$ cat config.mk
export PLATFORM = sky130hd
export DESIGN_NAME = exec_top
export DESIGN_NICKNAME = d
export VERILOG_FILES = /design/src/cpu_types_pkg.sv /design/src/alu_op_pkg.sv /design/src/adder.sv /design/src/alu.sv /design/src/reg_file.sv /design/src/exec_pipe.sv /design/src/exec_top.sv
export SDC_FILE = /design/constraint.sdc
export NUM_CORES = 2
export LEC_CHECK = 0
export ABC_AREA = 1
export ABC_CLOCK_PERIOD_IN_PS = 9100
export BUFFER_PORTS_ARGS = -buffer_cell sky130_fd_sc_hd__buf_2
export CORE_MARGIN = 3
export CORE_UTILIZATION = 37
export DETAILED_ROUTE_END_ITERATION = 7
export HOLD_SLACK_MARGIN = 0.1
export MAX_ROUTING_LAYER = met4
export PLACE_DENSITY = 0.63
export SLEW_MARGIN = 20
export SYNTH_ARGS = -nofsm -noshare
export SYNTH_HDL_FRONTEND = slang
export SYNTH_SLANG_ARGS = --single-unit
export TNS_END_PERCENT = 100
$ cat constraint.sdc
create_clock -name clk -period 9.1 [get_ports clk]
set_input_delay 0 -clock clk [delete_from_list [all_inputs] [get_ports clk]]
set_output_delay 0 -clock clk [all_outputs]
set_load 0.1 [all_outputs]
$ cat src/cpu_types_pkg.sv
package cpu_types_pkg;

   localparam int DATA_W    = 32;
   localparam int IMM_W     = 16;
   localparam int FLAG_W    = 8;
   localparam int NUM_REGS  = 16;
   localparam int REG_IDX_W = $clog2(NUM_REGS);

   typedef logic [DATA_W-1:0]    word_t;
   typedef logic [IMM_W-1:0]     imm_t;
   typedef logic [FLAG_W-1:0]    flags_t;
   typedef logic [REG_IDX_W-1:0] reg_idx_t;

   // positions in the flag byte
   localparam int C_IDX  = 0;  // carry
   localparam int V_IDX  = 1;  // overflow
   localparam int Z_IDX  = 2;  // zero
   localparam int S_IDX  = 3;  // sign
   localparam int P_IDX  = 4;  // user bits from here up
   localparam int U_IDX  = 5;
   localparam int N1_IDX = 6;
   localparam int N2_IDX = 7;

endpackage

$ cat src/alu_op_pkg.sv
package alu_op_pkg;

   localparam int OP_W = 6;

   typedef logic [OP_W-1:0] opcode_t;

   localparam int CLASS1_BIT = 5;  // one-operand class
   localparam int IMM_BIT    = 4;  // register-immediate when class1 clear

   // register-register class
   localparam opcode_t OP_MOV  = 6'h00;
   localparam opcode_t OP_SED  = 6'h03;  // fill with sign of rs
   localparam opcode_t OP_ADD  = 6'h04;
   localparam opcode_t OP_ADC  = 6'h05;
   localparam opcode_t OP_SUB  = 6'h06;
   localparam opcode_t OP_SBB  = 6'h07;
   localparam opcode_t OP_CMP  = 6'h08;
   localparam opcode_t OP_MUL  = 6'h09;
   localparam opcode_t OP_PLUS = 6'h0a;  // add without flags
   localparam opcode_t OP_TEST = 6'h0c;
   localparam opcode_t OP_OR   = 6'h0d;
   localparam opcode_t OP_XOR  = 6'h0e;
   localparam opcode_t OP_AND  = 6'h0f;

   // register-immediate class
   localparam opcode_t OP_MVL   = 6'h10;
   localparam opcode_t OP_MVH   = 6'h11;
   localparam opcode_t OP_MVZL  = 6'h12;
   localparam opcode_t OP_MVS   = 6'h13;
   localparam opcode_t OP_ADDI  = 6'h14;
   localparam opcode_t OP_ADCI  = 6'h15;
   localparam opcode_t OP_SUBI  = 6'h16;
   localparam opcode_t OP_SBBI  = 6'h17;
   localparam opcode_t OP_CMPI  = 6'h18;
   localparam opcode_t OP_MULI  = 6'h19;
   localparam opcode_t OP_PLUSI = 6'h1a;
   localparam opcode_t OP_TESTI = 6'h1c;
   localparam opcode_t OP_ORI   = 6'h1d;
   localparam opcode_t OP_XORI  = 6'h1e;
   localparam opcode_t OP_ANDI  = 6'h1f;  // immediate is one-extended

   // one-operand class
   localparam opcode_t OP_ZEB  = 6'h20;
   localparam opcode_t OP_ZEW  = 6'h21;
   localparam opcode_t OP_SEB  = 6'h22;
   localparam opcode_t OP_SEW  = 6'h23;
   localparam opcode_t OP_NOT  = 6'h24;
   localparam opcode_t OP_NEG  = 6'h25;
   localparam opcode_t OP_ROR  = 6'h26;  // through carry
   localparam opcode_t OP_ROL  = 6'h27;  // through carry
   localparam opcode_t OP_SHL  = 6'h28;
   localparam opcode_t OP_SHR  = 6'h29;
   localparam opcode_t OP_SHA  = 6'h2a;
   localparam opcode_t OP_GETF = 6'h2e;
   localparam opcode_t OP_SETF = 6'h2f;

endpackage

$ cat src/adder.sv
module adder #(
   parameter int WIDTH = 32
) (
   input  logic [WIDTH-1:0] ai,
   input  logic [WIDTH-1:0] bi,
   input  logic             ci,
   output logic [WIDTH-1:0] res,
   output logic             co,
   output logic             vo
);

   logic [WIDTH:0] sum;

   assign sum = {1'b0, ai} + {1'b0, bi} + {{WIDTH{1'b0}}, ci};
   assign res = sum[WIDTH-1:0];
   assign co  = sum[WIDTH];

   // same operand signs, result sign differs
   assign vo = (ai[WIDTH-1] == bi[WIDTH-1]) && (res[WIDTH-1] != ai[WIDTH-1]);

endmodule

$ cat src/alu.sv
module alu
   import cpu_types_pkg::*;
   import alu_op_pkg::*;
(
   input  opcode_t op,
   input  flags_t  fi,
   input  word_t   di,
   input  word_t   bi,
   input  imm_t    im,
   output word_t   res,
   output flags_t  fo,
   output logic    wb_en,
   output logic    flag_en
);

   logic [3:0] fn;
   logic       op_1;
   logic       op_2im;
   logic       op_2reg;
   logic       is_neg;
   logic       is_setf;
   word_t      zex_im;
   word_t      sex_im;
   word_t      oex_im;
   word_t      op2;
   word_t      add_a;
   word_t      add_b;
   word_t      add_res;
   logic       add_ci;
   logic       add_co;
   logic       add_vo;
   word_t      res_2;
   word_t      res_1;
   logic       c_new;
   logic       v_new;

   assign fn      = op[3:0];
   assign op_1    = op[CLASS1_BIT];
   assign op_2im  = !op_1 && op[IMM_BIT];
   assign op_2reg = !op_1 && !op[IMM_BIT];
   assign is_neg  = (op == OP_NEG);
   assign is_setf = (op == OP_SETF);

   assign zex_im = {{(DATA_W-IMM_W){1'b0}}, im};
   assign sex_im = {{(DATA_W-IMM_W){im[IMM_W-1]}}, im};
   assign oex_im = {{(DATA_W-IMM_W){1'b1}}, im};

   // second operand, arithmetic immediates are sign-extended
   always_comb begin
      op2 = bi;
      if (op_2im) begin
         if (fn inside {OP_MVL[3:0], OP_MVH[3:0], OP_MVZL[3:0], 4'hb,
                        OP_TESTI[3:0], OP_ORI[3:0], OP_XORI[3:0]})
            op2 = zex_im;
         else if (fn == OP_ANDI[3:0])
            op2 = oex_im;
         else
            op2 = sex_im;
      end
   end

   always_comb begin
      add_a  = di;
      add_b  = op2;
      add_ci = 1'b0;
      if (is_neg) begin  // 0 - di
         add_a  = '0;
         add_b  = ~di;
         add_ci = 1'b1;
      end else begin
         case (fn)
            OP_ADC[3:0]: add_ci = fi[C_IDX];
            OP_SUB[3:0], OP_CMP[3:0]: begin
               add_b  = ~op2;
               add_ci = 1'b1;
            end
            OP_SBB[3:0]: begin
               add_b  = ~op2;
               add_ci = fi[C_IDX];  // C set means no borrow
            end
            default: add_ci = 1'b0;
         endcase
      end
   end

   adder #(.WIDTH(DATA_W)) adder_i (
      .ai  (add_a),
      .bi  (add_b),
      .ci  (add_ci),
      .res (add_res),
      .co  (add_co),
      .vo  (add_vo)
   );

   always_comb begin
      case (fn)
         OP_MOV[3:0]:  res_2 = op_2reg ? op2 : {di[DATA_W-1:IMM_W], op2[IMM_W-1:0]};
         OP_MVH[3:0]:  res_2 = op_2reg ? di : {op2[IMM_W-1:0], di[IMM_W-1:0]};
         OP_MVZL[3:0]: res_2 = op_2reg ? di : op2;
         OP_SED[3:0]:  res_2 = op_2reg ? {DATA_W{op2[DATA_W-1]}} : op2;
         OP_MUL[3:0]:  res_2 = di * op2;  // low word only
         OP_OR[3:0]:   res_2 = di | op2;
         OP_XOR[3:0]:  res_2 = di ^ op2;
         4'hb, OP_TEST[3:0], OP_AND[3:0]:
            res_2 = di & op2;
         default:      res_2 = add_res;
      endcase
   end

   always_comb begin
      case (fn)
         OP_ZEB[3:0]:  res_1 = {{(DATA_W-8){1'b0}}, di[7:0]};
         OP_ZEW[3:0]:  res_1 = {{(DATA_W-IMM_W){1'b0}}, di[IMM_W-1:0]};
         OP_SEB[3:0]:  res_1 = {{(DATA_W-8){di[7]}}, di[7:0]};
         OP_SEW[3:0]:  res_1 = {{(DATA_W-IMM_W){di[IMM_W-1]}}, di[IMM_W-1:0]};
         OP_NOT[3:0]:  res_1 = ~di;
         OP_NEG[3:0]:  res_1 = add_res;
         OP_ROR[3:0]:  res_1 = {fi[C_IDX], di[DATA_W-1:1]};
         OP_ROL[3:0]:  res_1 = {di[DATA_W-2:0], fi[C_IDX]};
         OP_SHL[3:0]:  res_1 = {di[DATA_W-2:0], 1'b0};
         OP_SHR[3:0]:  res_1 = {1'b0, di[DATA_W-1:1]};
         OP_SHA[3:0]:  res_1 = {di[DATA_W-1], di[DATA_W-1:1]};
         OP_GETF[3:0]: res_1 = {{(DATA_W-FLAG_W){1'b0}}, fi};
         default:      res_1 = di;
      endcase
   end

   assign res = op_1 ? res_1 : res_2;

   // carry and overflow
   always_comb begin
      c_new = fi[C_IDX];
      v_new = fi[V_IDX];
      if (op_1) begin
         case (fn)
            OP_NEG[3:0]: begin
               c_new = add_co;
               v_new = add_vo;
            end
            OP_ROR[3:0], OP_SHR[3:0], OP_SHA[3:0]:
               c_new = di[0];  // bit shifted out
            OP_ROL[3:0], OP_SHL[3:0]:
               c_new = di[DATA_W-1];
            default: c_new = fi[C_IDX];
         endcase
      end else if (fn inside {[OP_ADD[3:0]:OP_CMP[3:0]]}) begin
         c_new = add_co;
         v_new = add_vo;
      end
   end

   assign fo[C_IDX]  = is_setf ? di[C_IDX]  : c_new;
   assign fo[V_IDX]  = is_setf ? di[V_IDX]  : v_new;
   assign fo[Z_IDX]  = is_setf ? di[Z_IDX]  : ~|res;
   assign fo[S_IDX]  = is_setf ? di[S_IDX]  : res[DATA_W-1];
   assign fo[P_IDX]  = is_setf ? di[P_IDX]  : fi[P_IDX];
   assign fo[U_IDX]  = is_setf ? di[U_IDX]  : fi[U_IDX];
   assign fo[N1_IDX] = is_setf ? di[N1_IDX] : fi[N1_IDX];
   assign fo[N2_IDX] = is_setf ? di[N2_IDX] : fi[N2_IDX];

   // enables per class
   always_comb begin
      if (op_1) begin
         wb_en   = (fn <= OP_SHA[3:0]) || (fn == OP_GETF[3:0]);
         flag_en = fn inside {[OP_NOT[3:0]:4'hd], OP_SETF[3:0]};
      end else begin
         wb_en   = !(fn inside {OP_CMP[3:0], 4'hb, OP_TEST[3:0]}) &&
                   !(op_2reg && (fn inside {4'h1, 4'h2}));  // empty reg slots
         flag_en = fn inside {[OP_ADD[3:0]:OP_MUL[3:0]], [OP_TEST[3:0]:OP_AND[3:0]]};
      end
   end

endmodule

$ cat src/reg_file.sv
module reg_file
   import cpu_types_pkg::*;
(
   input  logic     clk,
   input  logic     arst_n,
   input  reg_idx_t ra,
   input  reg_idx_t rb,
   output word_t    da,
   output word_t    db,
   input  logic     we,
   input  reg_idx_t wa,
   input  word_t    wd
);

   word_t regs [NUM_REGS];

   always_ff @(posedge clk or negedge arst_n) begin
      if (!arst_n) begin
         for (int i = 0; i < NUM_REGS; i++) begin
            regs[i] <= '0;
         end
      end else if (we) begin
         regs[wa] <= wd;
      end
   end

   // reads see the old value in the write cycle
   assign da = regs[ra];
   assign db = regs[rb];

   a_wa_known: assert property (
      @(posedge clk) disable iff (!arst_n)
      we |-> !$isunknown(wa)
   ) else $error("register write with unknown address");

endmodule

$ cat src/exec_pipe.sv
module exec_pipe
   import cpu_types_pkg::*;
(
   input  logic                clk,
   input  logic                arst_n,
   input  logic                cmd_valid,
   output logic                cmd_ready,
   input  alu_op_pkg::opcode_t cmd_op,
   input  reg_idx_t            cmd_rd,
   input  reg_idx_t            cmd_rs,
   input  imm_t                cmd_im,
   output logic                rsp_valid,
   input  logic                rsp_ready,
   output word_t               rsp_res,
   output flags_t              rsp_flags,
   output reg_idx_t            rsp_rd,
   output logic                rsp_wb,
   output logic                rsp_flag_wr,
   output alu_op_pkg::opcode_t alu_op,
   output imm_t                alu_im,
   output flags_t              alu_fi,
   input  word_t               alu_res,
   input  flags_t              alu_fo,
   input  logic                alu_wb_en,
   input  logic                alu_flag_en,
   output reg_idx_t            rf_ra,
   output reg_idx_t            rf_rb,
   output logic                rf_we,
   output reg_idx_t            rf_wa,
   output word_t               rf_wd
);

   logic                s1_valid;
   logic                s2_valid;
   logic                accept;
   logic                adv;
   alu_op_pkg::opcode_t s1_op;
   reg_idx_t            s1_rd;
   reg_idx_t            s1_rs;
   imm_t                s1_im;
   flags_t              flag_q;
   flags_t              flag_next;

   assign adv       = s1_valid && (!s2_valid || rsp_ready);  // stage 2 free or draining
   assign cmd_ready = !s1_valid || adv;
   assign accept    = cmd_valid && cmd_ready;
   assign rsp_valid = s2_valid;

   assign alu_op = s1_op;
   assign alu_im = s1_im;
   assign alu_fi = flag_q;
   assign rf_ra  = s1_rd;  // rd is also the first source
   assign rf_rb  = s1_rs;

   // commit happens once, when the command leaves stage 1
   assign rf_we     = adv && alu_wb_en;
   assign rf_wa     = s1_rd;
   assign rf_wd     = alu_res;
   assign flag_next = alu_flag_en ? alu_fo : flag_q;

   always_ff @(posedge clk or negedge arst_n) begin
      if (!arst_n) begin
         s1_valid <= 1'b0;
         s2_valid <= 1'b0;
         flag_q   <= '0;
      end else begin
         if (accept)
            s1_valid <= 1'b1;
         else if (adv)
            s1_valid <= 1'b0;
         if (adv)
            s2_valid <= 1'b1;
         else if (rsp_ready)
            s2_valid <= 1'b0;
         if (adv)
            flag_q <= flag_next;
      end
   end

   always_ff @(posedge clk) begin
      if (accept) begin
         s1_op <= cmd_op;
         s1_rd <= cmd_rd;
         s1_rs <= cmd_rs;
         s1_im <= cmd_im;
      end
      if (adv) begin
         rsp_res     <= alu_res;
         rsp_flags   <= flag_next;  // flags as committed
         rsp_rd      <= s1_rd;
         rsp_wb      <= alu_wb_en;
         rsp_flag_wr <= alu_flag_en;
      end
   end

   a_rsp_stable: assert property (
      @(posedge clk) disable iff (!arst_n)
      rsp_valid && !rsp_ready |=>
         rsp_valid && $stable({rsp_res, rsp_flags, rsp_rd, rsp_wb, rsp_flag_wr})
   ) else $error("response changed while stalled");

   // stage 1 left empty by this edge
   a_ready_when_empty: assert property (
      @(posedge clk) disable iff (!arst_n)
      !accept && (!s1_valid || adv) |=> cmd_ready
   ) else $error("cmd_ready low with empty stage 1");

endmodule

$ cat src/exec_top.sv
module exec_top
   import cpu_types_pkg::*;
(
   input  logic                clk,
   input  logic                arst_n,
   input  logic                cmd_valid,
   output logic                cmd_ready,
   input  alu_op_pkg::opcode_t cmd_op,
   input  reg_idx_t            cmd_rd,
   input  reg_idx_t            cmd_rs,
   input  imm_t                cmd_im,
   output logic                rsp_valid,
   input  logic                rsp_ready,
   output word_t               rsp_res,
   output flags_t              rsp_flags,
   output reg_idx_t            rsp_rd,
   output logic                rsp_wb,
   output logic                rsp_flag_wr
);

   alu_op_pkg::opcode_t alu_op;
   imm_t                alu_im;
   flags_t              alu_fi;
   word_t               alu_res;
   flags_t              alu_fo;
   logic                alu_wb_en;
   logic                alu_flag_en;
   reg_idx_t            rf_ra;
   reg_idx_t            rf_rb;
   word_t               rf_da;
   word_t               rf_db;
   logic                rf_we;
   reg_idx_t            rf_wa;
   word_t               rf_wd;

   exec_pipe pipe_i (
      .clk         (clk),
      .arst_n      (arst_n),
      .cmd_valid   (cmd_valid),
      .cmd_ready   (cmd_ready),
      .cmd_op      (cmd_op),
      .cmd_rd      (cmd_rd),
      .cmd_rs      (cmd_rs),
      .cmd_im      (cmd_im),
      .rsp_valid   (rsp_valid),
      .rsp_ready   (rsp_ready),
      .rsp_res     (rsp_res),
      .rsp_flags   (rsp_flags),
      .rsp_rd      (rsp_rd),
      .rsp_wb      (rsp_wb),
      .rsp_flag_wr (rsp_flag_wr),
      .alu_op      (alu_op),
      .alu_im      (alu_im),
      .alu_fi      (alu_fi),
      .alu_res     (alu_res),
      .alu_fo      (alu_fo),
      .alu_wb_en   (alu_wb_en),
      .alu_flag_en (alu_flag_en),
      .rf_ra       (rf_ra),
      .rf_rb       (rf_rb),
      .rf_we       (rf_we),
      .rf_wa       (rf_wa),
      .rf_wd       (rf_wd)
   );

   reg_file rf_i (
      .clk    (clk),
      .arst_n (arst_n),
      .ra     (rf_ra),
      .rb     (rf_rb),
      .da     (rf_da),
      .db     (rf_db),
      .we     (rf_we),
      .wa     (rf_wa),
      .wd     (rf_wd)
   );

   alu alu_i (
      .op      (alu_op),
      .fi      (alu_fi),
      .di      (rf_da),
      .bi      (rf_db),
      .im      (alu_im),
      .res     (alu_res),
      .fo      (alu_fo),
      .wb_en   (alu_wb_en),
      .flag_en (alu_flag_en)
   );

endmodule

Yosys cells after proc, flatten, opt, wreduce, memory -nomap -nowiden

Cells that the tools add are included.

Input port bits: 34
Output and inout port bits: 48
Register bits: 598
Word-level logic and storage cells: 150

Reductions and logical operators: 38
Bitwise logic cells: 7
Add/sub/neg operators: 2
Order comparisons: 10
Multipliers: 1
Multiplexer cells: 45
Equal/unequal tests: 19

Operator list:

| cell                                                                  | number |
|---|---|
| 512-bit bitwise mux                                                   | 1 |
| 32-bit two-way mux                                                    | 15 |
| 32-bit case mux with 12 select lines                                  | 1 |
| 32-bit binary-select mux with 4-bit select                            | 2 |
| 32-bit case mux with 8 select lines                                   | 1 |
| 32-bit demux with 4-bit select                                        | 1 |
| 32-bit NOT                                                            | 2 |
| 32-bit by 32-bit adder with 33-bit output                             | 1 |
| 33-bit by 1-bit adder with 33-bit output                              | 1 |
| 32-bit bitwise AND                                                    | 1 |
| 4-bit equality test, second input constant                            | 8 |
| 32-bit by 32-bit multiplier with 32-bit output                        | 1 |
| 32-bit bitwise OR                                                     | 1 |
| 32-bit OR reduction                                                   | 1 |
| 32-bit XOR                                                            | 1 |
| 31-bit two-way mux                                                    | 1 |
| 4-bit <= comparator, second input constant                            | 5 |
| 1-bit two-way mux                                                     | 20 |
| 4-bit by 3-bit equality test with 1-bit output, second input constant | 4 |
| 1-bit logical AND                                                     | 13 |
| 6-bit equality test, second input constant                            | 2 |
| 5-bit greater-or-equal comparator, second input constant              | 2 |
| 4-bit NOT with 5-bit output                                           | 2 |
| 2-bit nonzero test                                                    | 5 |
| 17 further kinds                                                      | 30 |

Logic depth before layout (Yosys ltp)

Depth in word-level cells: 16
Gate-level depth with buffers: 50

Modules after synthesis

From an unflattened synthesis, not the netlist that was laid out.

Cells, all modules: 8426
Area, all modules: 57371.3 sq um

Modules (own cells, without submodules):

| module    | area an instance (sq um) | times used | seq. area each (sq um) | cells an instance |
|---|---|---|---|---|
| reg_file  | 29559.6                  | 1          | 12812.3                | 4412 |
| alu       | 22560.4                  | 1          | 0.0                    | 3405 |
| exec_pipe | 3059.2                   | 1          | 2532.4                 | 184 |
| adder     | 2192.1                   | 1          | 0.0                    | 425 |

Least setup slack after synthesis

OpenSTA, ideal clock, no wires.

Kind: register to register
Start: reg pipe_i.s1_rs[0], in the netlist pipe_i.rf_rb[0]
End: reg pipe_i.flag_q[2], in the netlist pipe_i.alu_fi[2]
Data required time: 9.033 ns
Stages on the path, launching flop included: 45
Slack: 0.534 ns
Arrival: 8.499 ns
Cells stage by stage: edfxtp_1 -> buf_4 -> buf_4 -> buf_4 -> nand2_1 -> nand3_1 -> nand3_1 -> nand2_1 -> nand2_1 -> nand3_1 -> nand2_1 -> clkbuf_1 -> buf_1 -> nor2_1 -> fa_1 -> fa_1 -> fa_1 -> inv_1 -> [9 not listed] -> a21oi_1 -> o21ai_0 -> a21oi_1 -> nand3_1 -> nand2_1 -> o211ai_1 -> nand3_1 -> nand2_1 -> or2_2 -> nand3_1 -> nand4_1 -> a21oi_1 -> nand2_1 -> nor3_2 -> nand4_1 -> nand2_1 -> nand2_1 -> nand2_1

Cells in the longest elaborated chain, start to end: 16

RTL lines:

| item                                                                                        | line                  | RTL |
|---|---|---|
| from (decl)                                                                                 | exec_pipe.sv:39       | `reg_idx_t s1_rs;` |
| from (signal assigned)                                                                      | exec_pipe.sv:84       | `s1_rs <= cmd_rs;` |
| 4-bit NOT with 5-bit output (implied by the code) *                                         | reg_file.sv:29        | `assign db = regs[rb];` |
| 32-bit binary-select mux with 4-bit select *                                                | reg_file.sv:29        |  |
| 32-bit two-way mux (implied by the code) * (2 in a row)                                     | reg_file.sv:29        |  |
| 32-bit two-way mux *                                                                        | alu.sv:51             | `if (op_2im) begin` |
| 32-bit NOT                                                                                  | alu.sv:74, alu.sv:78  |  |
| 32-bit two-way mux                                                                          | -                     |  |
| 32-bit two-way mux                                                                          | alu.sv:66             | `if (is_neg) begin` |
| 32-bit by 32-bit adder with 33-bit output                                                   | adder.sv:14           | `assign sum = {1'b0, ai} + {1'b0, bi} + {{WIDTH{1'b0}}, ci};` |
| 33-bit by 1-bit adder with 33-bit output                                                    | adder.sv:14           |  |
| 32-bit case mux with 12 select lines or 32-bit case mux with 8 select lines (tied branches) | alu.sv:111, alu.sv:96 |  |
| 32-bit two-way mux *                                                                        | alu.sv:128            | `assign res = op_1 ? res_1 : res_2;` |
| 32-bit OR reduction *                                                                       | alu.sv:154            | `assign fo[Z_IDX] = is_setf ? di[Z_IDX] : ~\|res;` |
| 1-bit logical NOT *                                                                         | alu.sv:154            |  |
| 1-bit two-way mux *                                                                         | alu.sv:154            |  |
| 8-bit two-way mux *                                                                         | exec_pipe.sv:59       | `assign flag_next = alu_flag_en ? alu_fo : flag_q;` |
| net pipe_i.flag_next[2]                                                                     | exec_pipe.sv:42       | `flags_t flag_next;` |
| to (signal assigned)                                                                        | exec_pipe.sv:76       | `flag_q <= flag_next;` |
| to (decl)                                                                                   | exec_pipe.sv:41       | `flags_t flag_q;` |

Mark *: on every way through the listed nets, which the timed path passes. The rest lies on a longest branch. The select of a mux whose other input is x is not followed.
A chain may end at the register's enable or synchronous reset.

Worst setup path in the final report

Start: reg pipe_i.s1_rd[0], in the netlist pipe_i.rf_ra[0]
End: reg pipe_i.flag_q[2], in the netlist pipe_i.alu_fi[2]

Cells in the longest elaborated chain, start to end: 14

RTL lines:

| item                                                                                        | line                  | RTL |
|---|---|---|
| from (decl)                                                                                 | exec_pipe.sv:38       | `reg_idx_t s1_rd;` |
| from (signal assigned)                                                                      | exec_pipe.sv:83       | `s1_rd <= cmd_rd;` |
| 4-bit NOT with 5-bit output (implied by the code) *                                         | reg_file.sv:28        | `assign da = regs[ra];` |
| 32-bit binary-select mux with 4-bit select *                                                | reg_file.sv:28        |  |
| 32-bit two-way mux (implied by the code) * (2 in a row)                                     | reg_file.sv:28        |  |
| 32-bit NOT                                                                                  | alu.sv:68, alu.sv:116 |  |
| 32-bit two-way mux                                                                          | alu.sv:66             |  |
| 32-bit by 32-bit adder with 33-bit output                                                   | adder.sv:14           |  |
| 33-bit by 1-bit adder with 33-bit output                                                    | adder.sv:14           |  |
| 32-bit case mux with 12 select lines or 32-bit case mux with 8 select lines (tied branches) | alu.sv:111, alu.sv:96 |  |
| 32-bit two-way mux                                                                          | alu.sv:128            |  |
| 32-bit OR reduction                                                                         | alu.sv:154            |  |
| 1-bit logical NOT                                                                           | alu.sv:154            |  |
| 1-bit two-way mux *                                                                         | alu.sv:154            |  |
| 8-bit two-way mux *                                                                         | exec_pipe.sv:59       |  |
| net pipe_i.flag_next[2]                                                                     | exec_pipe.sv:42       |  |

Marked as above.

==> results.toml <==
[run_status]
outcome = "finished, final reports clean"

[setup_path]
critPathArrivalTime_ps = 9670
reg2regPathDepth = 43
worst_ep_required_time_ps = 9740
slowest_delay_ps = 560
crit_top_cell = "fa_1"
critPathLaunchType = "register"
worstReg2RegStart = "pipe_i.rf_ra[0]$_DFFE_PP_"
worstSetupPathType = "reg2reg"
reg2reg_to = "pipe_i.alu_fi[2]$_DFFE_PN0P_"
r2r_slack_ps = 70
critPathBufInv = 9
path_delay_family = "adder cells"
endpoint_kind = "register"
path_max_fanout = 8
cp_slowest_cell = "fa_1"

[die]
dieArea_sq_um = 152000
die_x_um = 389
row_count = 140
die_y_um = 389
boundaryPins = 82
coreArea_sq_um = 146000
start_util = 0.373

[clocking]
cts_tree = "yes"
clock_latency_ps = 710
cts_sinks = 598
cts_buffers = 71
htree_levels = 3
path_clk_slew_ps = 60
cts_max_path_buffers = 3
root_buffer = "clkbuf_16"

[hold_path]
hold_path_end = "pipe_i.rf_ra[0]$_DFFE_PP_"
hp-class = "in2reg"
hold_depth = 2
min_from = "cmd_rd[0]"

[grt]
track_usage = 0.346
grt_max_degree = 158
grt_pass1_vias = 54800
grt-ovfl-total = 0
antenna_found_initial = 16
grt_pass1_wl_um = 376000

[drt]
finalWirelength_um = 263000
via_count = 57800
drt-vias-per-instance = 5.63
ant_nets = 0
wl_per_cell_um = 25.6
dr.pass1.iters = 7
drt_iter0_drc = 7565
drcViolationCount = 0

[yosys]
synthMuxAreaShare = 0
synth_top_area_cell = "dfrtp_1"
syn_avg_cell_area_sq_um = 7.04
synth_nets = 8384
synth_compound_area_frac = 0.117
synth_fa_ha_area_frac = 0.201
ys_types = 60
synthesis.area_sq_um = 54400
synthCells = 7722
synth_edf_count = 76
ys.flop_type = "dfrtp_1"
async_reset_ff_frac = 0.873
synth_top_family_by_area = "simple AND/OR/NAND/NOR gates"
synth_area_leaders = "dfrtp_1 (24%), nand2_1 (18%), fa_1 (15%), o21ai_0 (6.6%), inv_1 (5.6%)"
yosys_warnings = 0
yosysTopAreaCellShare = 0.240
synth_seq_cells = 598
synth_simple_gate_area_frac = 0.296
synth_xor_area_frac = 0.00516
yosysSeqAreaShare = 0.282

[place]
io_buffers = 81
place_ws_ps = -435
dp_cells = 9988
hpwlAfterDp_um = 191000
gp_congestion = 1.06

[sta]
finalClockSkew_ps = 60.9
drv_slew = 0
setup_viol = 0
fin_crit_sh = 0.993
rsz0062_at_grt = "true"
finalHoldViolations = 0
post-route-min-period_ps = 9030
finalWorstSetupSlack_ps = 65.3
slew_headroom = 0.249
timing.fmax_mhz = 111
tightest_slew_ps = 1120

[cells_and_area]
syn2layout_area_growth_pct = 24.4
seq_area_sq_um = 15300
final_util = 0.464
layout-drive-gt1-share = 0.165
nets = 8959
fillers = 14500
multi_input_area_sq_um = 34700
final_cells = 10300

[flow_run]
max-cap-violations = 0
[area by class of cell]
type                    count  share of cell area
diodes                     12            0.000444
multi-input cells        5793               0.513
clock inverters            34             0.00625
clock buffers              96              0.0294
repair inverters            1           0.0000740
inverters                 858              0.0489
well taps                1917              0.0355
repair buffers            974               0.139
flip-flops and latches    598               0.227
[through the flow]
step	setup TNS [ps]	instance area [sq um]	hold WS, ps
floorplan	0	54400	-296
finish	0	67600	271
global route	-1520	67600	253
CTS	0	65400	213
detailed placement	-8950	62000	55.3
global placement	-2920	62000	45.2
[Yosys cell counts, drive strengths merged, types with 2 or more instances]
cell type and count:
a21boi 10, o22ai 49, nand3 549, dfrtp 522, clkbuf 260, xor2 19, a211oi 9, o221ai 5
a22oi 33, a31oi 10, nor2 671, a2111oi 2, a221oi 4, o21ai 729, inv 836, nor3 15
a22o 2, ha 218, fa 410, nor4 4, nand2 2560, nand4 103, o211ai 29, xnor2 13
o21bai 5, a21oi 270, nand3b 5, buf 214, a21o 10, clkinv 22, or2 38, o21a 2
o2111ai 9, edfxtp 76
[logic make-up (layout without fill, tap and decap cells)]
family	Yosys count	after routing
other	0	12
buffers and inverters	1332	1963
XOR/XNOR	32	32
AO/OA/AOI/OAI	1183	1183
AND/OR/NAND/NOR	3949	3950
flip-flops	598	598
adder cells (fa/ha/maj)	628	628
[what timing repair did]
action,4_1_cts,5_1_grt
setup endpoints to repair,103,173
pin swaps,5,159
hold buffers,67,0
resized for setup,40,338
setup buffers,6,67
endpoints found under the hold margin,156,0
gates cloned,1,18
[state kept, by name, indices dropped and copies added, names as in the netlist, 4 cells and up]
name	count
rf_i.regs	512
pipe_i.alu_op	6
pipe_i.rsp_flags	8
pipe_i.rf_rb	4
pipe_i.rsp_rd	4
pipe_i.rf_ra	4
pipe_i.alu_fi	8
pipe_i.alu_im	16
pipe_i.rsp_res	32
[cell usage in the layout (no fill, tap or decap), types with 25 or more instances in the layout]
master,synthesis,final
a21oi_1,267,247
clkbuf_16,0,86
buf_12,0,120
fa_1,410,396
o22ai_1,49,49
o211ai_1,29,29
or2_2,38,35
nand2_1,2549,2493
dfrtp_1,522,522
a22oi_1,33,32
inv_2,25,50
nor2_1,651,593
nor2_4,9,33
nand3_1,549,521
nand2_2,10,55
nand4_1,102,102
o21ai_1,14,27
nor2_2,10,45
buf_4,30,637
ha_1,218,200
buf_2,114,80
o21ai_0,713,694
inv_1,811,777
dlygate4sd3_1,0,66
edfxtp_1,76,76
buf_6,12,35
nand3_2,0,25
[worst reg2reg max path: cells and delay by family, from the launching register on]
family          cells  cell delay, ps
compound gates      5             850
buf+inv             9            1060
flops               1             430
simple gates       20            2440
fa+ha+maj           9            4200
[how the worst max path moves through the flow]
stage / from / endpoint / slack [ps] / cells past startpoint
after detailed placement: pipe_i.rf_ra[0]$_DFFE_PP_ / pipe_i.alu_fi[2]$_DFFE_PN0P_ / -430 / 41
final: pipe_i.rf_ra[0]$_DFFE_PP_ / pipe_i.alu_fi[2]$_DFFE_PN0P_ / 70 / 43
after global routing: pipe_i.rf_ra[1]$_DFFE_PP_ / pipe_i.alu_fi[2]$_DFFE_PN0P_ / -150 / 41
after global placement: pipe_i.rf_ra[0]$_DFFE_PP_ / pipe_i.alu_fi[2]$_DFFE_PN0P_ / -330 / 41
after floorplan: pipe_i.rf_rb[0]$_DFFE_PP_ / pipe_i.alu_fi[2]$_DFFE_PN0P_ / 530 / 44
after CTS: pipe_i.rf_rb[0]$_DFFE_PP_ / pipe_i.alu_fi[2]$_DFFE_PN0P_ / 6 / 41
[metal layers]
metal,up-vias,GRT usage,share of wire
met5,-,-,0
met4,0,0.174,0.064
met3,770,0.0665,0.098
met2,3454,0.528,0.44
met1,28000,0.439,0.39
li1,25600,-,-
Power is not shown: default switching activity piles up to over one toggle a cycle in this logic, so the estimate is an artifact.
